### src/include/ft_defs.svh
`ifndef FT_DEFS_SVH
`define FT_DEFS_SVH

// ====================
// Bus and field widths
// ====================

// One FIFO byte
`define FT_DATA_W 8

// Lengths and packet counts
`define FT_LEN_W 16

// Opcode sits in the top bits of a command byte
`define FT_CMD_W 3

// DATA command flag, a two byte big-endian length follows
`define FT_LONG_LEN_BIT 4

// Length carried inside the command byte itself
`define FT_SHORT_LEN_W 4

// ====================
// Fixed argument values
// ====================

`define FT_START_ARG 5
`define FT_DATA_ARG (1 << `FT_LONG_LEN_BIT)
`define FT_ERR_NONE 0

`endif

### src/rtl/ft_pkg.sv
`include "ft_defs.svh"

package ft_pkg;

    // Host commands travel on the receive side, FPGA commands on the transmit side
    typedef enum logic [`FT_CMD_W-1:0] {
        HOST_START    = 3'd1,
        HOST_DATA     = 3'd2,
        HOST_STOP     = 3'd3,
        FPGA_DATA     = 3'd4,
        FPGA_LOOPBACK = 3'd5,
        FPGA_STOPPED  = 3'd6
    } ft_op_e;

    typedef enum logic [`FT_DATA_W-1:0] {
        TEST_SEND         = 8'd1,
        TEST_RECEIVE      = 8'd2,
        TEST_RECEIVE_SEND = 8'd3
    } ft_test_e;

    // Held stable by the testbench for a whole run
    typedef struct packed {
        ft_test_e             test_id;
        logic [`FT_LEN_W-1:0] payload_len;
        logic [`FT_LEN_W-1:0] packet_count;
    } ft_cfg_t;

    // One payload byte parsed from the FPGA stream
    typedef struct packed {
        logic                  valid;
        ft_op_e                op;
        logic [`FT_LEN_W-1:0]  index;
        logic [`FT_DATA_W-1:0] data;
    } ft_beat_t;

    typedef struct packed {
        logic                  done;
        logic                  passed;
        logic                  aborted;
        logic [`FT_DATA_W-1:0] error_code;
        logic [`FT_DATA_W-1:0] value_received;
        logic [`FT_DATA_W-1:0] value_expected;
        logic [`FT_LEN_W-1:0]  data_count;
    } ft_status_t;

endpackage

### src/rtl/ft_host_stream.sv
`include "ft_defs.svh"

module ft_host_stream (
    input  logic                  fifo_clk_o,
    input  logic                  ft2232_reset_n_i,
    input  ft_pkg::ft_cfg_t       cfg_i,
    input  logic                  rd_take_i,
    input  logic                  stopped_seen_i,
    input  logic                  halt_i,
    output logic                  fifo_rxf_n_o,
    output logic [`FT_DATA_W-1:0] fifo_data_o
);
    import ft_pkg::*;

    localparam int ARG_W = `FT_DATA_W - `FT_CMD_W;

    typedef enum logic [3:0] {
        H_START,
        H_TEST_ID,
        H_LEN_HI,
        H_LEN_LO,
        H_CNT_HI,
        H_CNT_LO,
        H_DATA_CMD,
        H_DATA_LEN_HI,
        H_DATA_LEN_LO,
        H_PAYLOAD,
        H_STOP,
        H_DONE
    } host_state_e;

    host_state_e           state_q;
    logic [`FT_LEN_W-1:0]  pkt_left_q;
    logic [`FT_LEN_W-1:0]  byte_left_q;
    logic [`FT_DATA_W-1:0] pay_data_q;
    logic                  take;
    logic                  rx_test;

    // A byte only leaves while the FIFO reports data available
    assign take    = rd_take_i & ~fifo_rxf_n_o;
    assign rx_test = (cfg_i.test_id == TEST_RECEIVE) || (cfg_i.test_id == TEST_RECEIVE_SEND);

    // ====================
    // Current byte
    // ====================
    always_comb begin
        case (state_q)
            H_START:       fifo_data_o = {HOST_START, ARG_W'(`FT_START_ARG)};
            H_TEST_ID:     fifo_data_o = cfg_i.test_id;
            H_LEN_HI:      fifo_data_o = cfg_i.payload_len[15:8];
            H_LEN_LO:      fifo_data_o = cfg_i.payload_len[7:0];
            H_CNT_HI:      fifo_data_o = cfg_i.packet_count[15:8];
            H_CNT_LO:      fifo_data_o = cfg_i.packet_count[7:0];
            H_DATA_CMD:    fifo_data_o = {HOST_DATA, ARG_W'(`FT_DATA_ARG)};
            H_DATA_LEN_HI: fifo_data_o = cfg_i.payload_len[15:8];
            H_DATA_LEN_LO: fifo_data_o = cfg_i.payload_len[7:0];
            H_PAYLOAD:     fifo_data_o = pay_data_q;
            H_STOP:        fifo_data_o = {HOST_STOP, ARG_W'(0)};
            default:       fifo_data_o = '0;
        endcase
    end

    // ====================
    // Stream sequencer
    // ====================
    always_ff @(posedge fifo_clk_o or negedge ft2232_reset_n_i) begin
        if (!ft2232_reset_n_i) begin
            state_q      <= H_START;
            fifo_rxf_n_o <= 1'b0;
            pkt_left_q   <= '0;
            byte_left_q  <= '0;
            pay_data_q   <= '0;
        end else if (halt_i || stopped_seen_i) begin
            // The FPGA has ended the test, stop offering bytes
            state_q      <= H_DONE;
            fifo_rxf_n_o <= 1'b1;
        end else if (take) begin
            case (state_q)
                H_START:   state_q <= H_TEST_ID;
                H_TEST_ID: state_q <= H_LEN_HI;
                H_LEN_HI:  state_q <= H_LEN_LO;
                H_LEN_LO:  state_q <= H_CNT_HI;
                H_CNT_HI:  state_q <= H_CNT_LO;
                H_CNT_LO: begin
                    pkt_left_q <= cfg_i.packet_count;
                    if (rx_test) begin
                        state_q <= H_DATA_CMD;
                    end else begin
                        // Send test, the FPGA does the talking from here
                        state_q      <= H_DONE;
                        fifo_rxf_n_o <= 1'b1;
                    end
                end
                H_DATA_CMD: begin
                    byte_left_q <= cfg_i.payload_len;
                    state_q     <= H_DATA_LEN_HI;
                end
                H_DATA_LEN_HI: state_q <= H_DATA_LEN_LO;
                H_DATA_LEN_LO: state_q <= H_PAYLOAD;
                H_PAYLOAD: begin
                    // Sequence runs on across packets and wraps at 256
                    pay_data_q  <= pay_data_q + 8'd1;
                    byte_left_q <= byte_left_q - 16'd1;
                    if (byte_left_q == 16'd1) begin
                        pkt_left_q <= pkt_left_q - 16'd1;
                        if (pkt_left_q == 16'd1) begin
                            state_q <= H_STOP;
                        end else begin
                            state_q <= H_DATA_CMD;
                        end
                    end
                end
                H_STOP: begin
                    state_q      <= H_DONE;
                    fifo_rxf_n_o <= 1'b1;
                end
                default: state_q <= H_DONE;
            endcase
        end
    end

endmodule

### config.mk
export PLATFORM = sky130hd
export DESIGN_NAME = ft_host_stream
export DESIGN_NICKNAME = d
export VERILOG_FILES = /design/src/rtl/ft_pkg.sv /design/src/rtl/ft_host_stream.sv
export VERILOG_INCLUDE_DIRS = /design/src /design/src/include
export SDC_FILE = /design/constraint.sdc
export NUM_CORES = 1
export LEC_CHECK = 0
export CAP_MARGIN = 20
export CORE_ASPECT_RATIO = 0.5
export CORE_MARGIN = 2
export CORE_UTILIZATION = 30
export CTS_BUF_LIST = sky130_fd_sc_hd__clkbuf_8
export DETAILED_ROUTE_END_ITERATION = 16
export DONT_BUFFER_PORTS = 1
export PLACE_DENSITY = 0.5
export SYNTH_ARGS = -nofsm -noshare
export SYNTH_HDL_FRONTEND = slang
export SYNTH_SLANG_ARGS = --single-unit
export TNS_END_PERCENT = 10
### constraint.sdc
create_clock -name fifo_clk_o -period 3.3 [get_ports fifo_clk_o]
set_clock_uncertainty 0.15 [all_clocks]
set_input_delay 0.165 -clock fifo_clk_o [delete_from_list [all_inputs] [get_ports fifo_clk_o]]
set_output_delay 0.165 -clock fifo_clk_o [all_outputs]
set_load 0.01 [all_outputs]
# Word-level counts from Yosys, hierarchy flattened
# Cells that the tools add are included.
# Widths: inputs -> output; s select.
[word_totals] output_inout_bits=9 elab_cells=56 input_bits=45 regBits=45
[op_classes] mux=14 n_addsub=3 n_eq_ne=17 n_reduce_logical=14 bitwise=3
[ops] cell="$pmux 8 s9" n=1
[ops] cell="$pmux 16 s2" n=2
[ops] cell="$pmux 4 s10" n=1
[ops] cell="$eq 16x1->1 const B" n=2
[ops] cell="$sub 16x1->16 const B" n=2
[ops] cell="$mux 4" n=5
[ops] cell="$eq 4x3->1 const B" n=4
[ops] cell="$eq 8x2->1 const B" n=2
[ops] cell="$mux 16" n=1
[ops] cell="$eq 4x4->1 const B" n=3
[ops] cell="$reduce_and 3->1" n=3
[ops] cell="$add 8x1->8 const B" n=1
[ops] cell="$eq 4x2->1 const B" n=2
[ops] cell="$ne 3x3->1 const B" n=2
[ops] cell="$reduce_bool 2->1" n=3
[ops] cell="$eq 4x1->1 const B" n=1
[ops] cell="$logic_not 4->1" n=1
[ops] cell="$reduce_and 4->1" n=1
[ops] cell="$reduce_or 2->1" n=2
[ops] cell="$mux 1" n=3
[ops] cell="$reduce_bool 3->1" n=1
[ops] cell="$logic_or 1x1->1" n=2
[ops] cell="$ne 2x2->1 const B" n=1
[ops] cell="$not 1->1" n=2
[ops] cell="other kinds (3)" n=3

# Logic depth before layout (Yosys ltp)
[depth] word_depth=6 depth_mapped=9

# Worst setup path before layout
# Ideal clock, no wire load.
[synth_path] path_type="register -> register" startpoint="reg byte_left_q[2]" endpoint="reg byte_left_q[11]" path_buffers=0 setup_ns=0.130 path_stages_with_launch=6 path_slack_ns=1.036 arrival_time_ns=1.983 cell_sequence="dfrtp_1 -> or4_4 -> or3_4 -> or4_4 -> nor4_1 -> o22ai_1"
[synth_between] elab_chain_len=2
[synth_rtl] item="from (decl)" line_no="ft_host_stream.sv:34" source="logic [`FT_LEN_W-1:0] byte_left_q;"
[synth_rtl] item="from (signal assigned)" line_no="ft_host_stream.sv:95" source="byte_left_q <= cfg_i.payload_len;"
[synth_rtl] item="from (signal assigned)" line_no="ft_host_stream.sv:103" source="byte_left_q <= byte_left_q - 16'd1;"
[synth_rtl] item="$sub 16x1->16" line_no="ft_host_stream.sv:103"
[synth_rtl] item="$pmux 16 s2" line_no="ft_host_stream.sv:78" source="case (state_q)"
# Every way passes these cells.
# A chain may end at the register's enable or synchronous reset.

# Final worst setup path
[layout_path] startpoint="reg state_q[0]" endpoint="reg pkt_left_q[0]"
[layout_between] elab_chain_len=3 word_cells_on_any_way=6
[layout_rtl] item="from (decl)" line_no="ft_host_stream.sv:32" source="host_state_e state_q;"
[layout_rtl] item="from (signal assigned)" line_no="ft_host_stream.sv:68" source="state_q <= H_START;"
[layout_rtl] item="from (signal assigned)" line_no="ft_host_stream.sv:75" source="state_q <= H_DONE;"
[layout_rtl] item="from (signal assigned)" line_no="ft_host_stream.sv:79" source="H_START: state_q <= H_TEST_ID;"
[layout_rtl] item="$eq 4x4->1 / $eq 4x3->1 (equally long branches)" line_no="ft_host_stream.sv:78"
[layout_rtl] item="$ne 2x2->1 (no line) / $reduce_bool 2->1 (equally long branches)"
[layout_rtl] item="$reduce_and 4->1 (no line)"
[layout_rtl] item="to (signal assigned)" line_no="ft_host_stream.sv:85" source="pkt_left_q <= cfg_i.packet_count;"
[layout_rtl] item="to (signal assigned)" line_no="ft_host_stream.sv:105" source="pkt_left_q <= pkt_left_q - 16'd1;"
[layout_rtl] item="to (decl)" line_no="ft_host_stream.sv:33" source="logic [`FT_LEN_W-1:0] pkt_left_q;"
# Parallel ways exist; a longest one is shown, timed or not.

==> results by group <==
Global routing
  – Global-route wire length before repair: 18.6 mm
  – Grt met2 use: 31.2%
  – Vias in the first global route: 3198
  – Grt ovf: 0
  – Pin count of the biggest net entering global routing: 47
  – Antenna violations before repair: 0
  – Busiest layer in global routing: met2
  – Met3 Use GR: 3.59%
  – GR Util met1: 31.0%
  – GR Util All Layers: 20.9%

Floorplanning
  – Die Width: 151 um
  – Row cnt: 26
  – Die Span Y: 77.4 um
  – Die footprint: 0.0117 mm^2
  – Total I/O pin count: 54
  – Core area: 0.0103 mm^2
  – Starting Density: 31.3%

Yosys
  – Syn Area/Cell: 8.14 um^2
  – Seq cells post-synth: 45
  – Mapped Nets: 447
  – Post-synthesis cell count: 397
  – Commonest register cell after synthesis: dfrtp_1
  – Synth warnings: 0
  – Mapped cell area: 0.00323 mm^2
  – Netlist cell types: 60
  – Sequential area share after synthesis: 34.8%
  – Post-synth EDFFs: 0
  – Async SR Flop Fraction: 100%

Timing
  – Final setup violation count: 0
  – Fmax: 360 MHz
  – Worst slew pin tran: 0.812 ns
  – Max Slew Vio Count: 0
  – Final hold vios: 0
  – Slew HR: 45.9%
  – Final critical-path required period: 2.78 ns
  – Fin Hold WS: 0.0113 ns
  – Setup TNS: 0 ns
  – RSZ-0062 raised after global routing: no
  – Fin crit share: 84.2%
  – Setup ws final: 0.520 ns

Final layout
  – Commonest non-fill, non-tap cells in the layout: 45 x dfrtp_1, 42 x nand2_1, 38 x nor2_1, 38 x dlygate4sd3_1, 34 x o21ai_0
  – Area delta synth->final: 22.4%
  – Final #Nets: 482
  – Layout Cells excl Fill: 572
  – Post-route cell area: 0.00396 mm^2
  – Final cell utilization of the core: 38.3%
  – Commonest non-fill, non-tap cell in the layout: dfrtp_1
  – Ratio of cells with drive above 1 in the final layout: 8.10%
  – Antenna diodes: 0

CTS
  – Clock-pin transition on the worst setup and hold timing paths: 0.10 ns
  – Clock buffer depth: 2
  – H-Tree Level Count: 2
  – Post-CTS Setup Repair Bufs: 0
  – CTS Buf Count: 5
  – Latest clock arrival within the worst-skew pair: 0.32 ns
  – Clock sinks: 45
  – Post-CTS Resized: 0
  – Clk root buf: clkbuf_8
  – CTS tree: yes

Power and ir drop
  – PD cells: 270 mW/mm^2
  – Gate power share: 7.0%
  – Peak VDD IR: 0.136 mV
  – Total Power: 1.07 mW
  – Part of the power in registers: 51.8%
  – Switching part of the total: 23.6%
  – Switching power: 0.252 mW
  – Clk network pwr share: 41.2%
  – Pleak: 1.53 nW
  – Internal Pwr Total: 0.817 mW

Routing
  – Per-cell routed wire length: 20.5 um
  – DR pass1 iterations: 5
  – Drc violations: 0
  – Vias: 3271
  – Vias per inst: 5.72
  – DR iter-0 viols: 263
  – Detail Route Antenna Nets: 0
  – Drt total wl: 11.7 mm

Placed design
  – Placed cell count: 526
  – GPL Wtd Cong: 0.857
  – Post-place setup slack: 0.719 ns
  – IO buf count: 0
  – Post-Place Cell Area: 0.00345 mm^2
  – Post-DP HPWL: 8.46 mm

Critical path
  – CP arrival: 2.86 ns
  – Setup CP Type: flop to flop
  – Startpoint types: flop
  – Crit path max fanout: 11
  – Critical Path End Type: flop
  – Critical Path RT: 3.38 ns

Min path
  – Worst Hold Class: input port to flop

Outcome
  – Outcome: completed

Flow run
  – Max-Cap Viols: 0
## synth_stat cells (all sizes together), types with 4 or more instances
cell type	n	area share, %
nor2	39	4.6
buf	6	0.77
a222oi	4	1.2
mux2i	8	2.5
nand2b	6	1.2
and2	4	0.77
nor3	17	2.6
dfrtp	45	35
and3	5	0.97
nor4b	5	1.4
ha	5	1.9
clkbuf	18	2.1
nand3b	7	1.6
nand4	4	0.77
nor4	10	1.9
inv	6	0.70
o21ai	34	5.3
a22o	5	1.4
o211ai	11	2.6
nand3	5	0.77
a21oi	35	5.7
a22oi	9	2.1
nand2	42	4.9
xnor2	6	1.6
o32a	4	1.2
o22a	4	1.1
o22ai	11	2.1
## worst max-delay path, stage by stage, from the launching register on
cell           delay (ns)
dfrtp_1              0.54
nor4bb_2             0.68
buf_4                0.26
and2_1               0.30
a22oi_1              0.13
dlygate4sd3_1        0.56
o21ai_0              0.08
## worst paths after layout
kind	end	slack, ns	cells after the start	startpoint
worst max-delay path	pkt_left_q[0]	0.52	6	state_q[0]
worst min-delay path	byte_left_q[11]	0.01	2	halt_i
worst max register to register	pkt_left_q[0]	0.52	6	state_q[0]
worst min register to register	pay_data_q[7]	0.35	1	pay_data_q[7]
max in group asynchronous	byte_left_q[2]	2.59	2	ft2232_reset_n_i
min in group asynchronous	fifo_rxf_n_o	0.18	2	ft2232_reset_n_i
## power groups by stage
stage	Combinational (mW)	Sequential, mW	Clock (mW)
2_1_floorplan	0.0184	0.565	0
3_3_place_gp	0.0226	0.565	0
3_5_place_dp	0.0223	0.565	0
4_1_cts	0.0760	0.554	0.440
5_1_grt	0.0818	0.554	0.469
6_report	0.0749	0.554	0.440
## cell families (layout without fill, tap and decap cells)
logic type	Yosys count	in the layout	share of synthesized area, %
fa+ha+maj	7	7	2.55
flops	45	45	34.8
mux	9	9	2.83
buf+inv	30	65	3.56
compound gates	140	140	28.7
simple gates	159	159	25.7
xor+xnor	7	7	1.90
## repair_timing
item,CTS,global route
setup endpoints to repair,0,0
hold endpoints to repair,79,0
hold buffers,39,0
## metal layers
metal / vias to the layer above / routed length (um)
li1: 1587 / -
met3: 15 / 522
met1: 1599 / 5810
met4: 0 / 229
met2: 70 / 5130
met5: - / 0
## registers in the layout (all words and copies together) (netlist names)
name and cells:
state_q 4, byte_left_q 16, pay_data_q 8, pkt_left_q 16
fifo_rxf_n_o 1
## cell type report
class,count,area [um^2]
clock buffer,5,68.8
clock inverter,2,35.0
fill,1073,6390
inverter,6,22.5
multi-input combinational,322,2020
sequential,45,1130
tap,140,175
timing repair buffer,52,505
No activity file was read; power rests on OpenSTA's default activity.
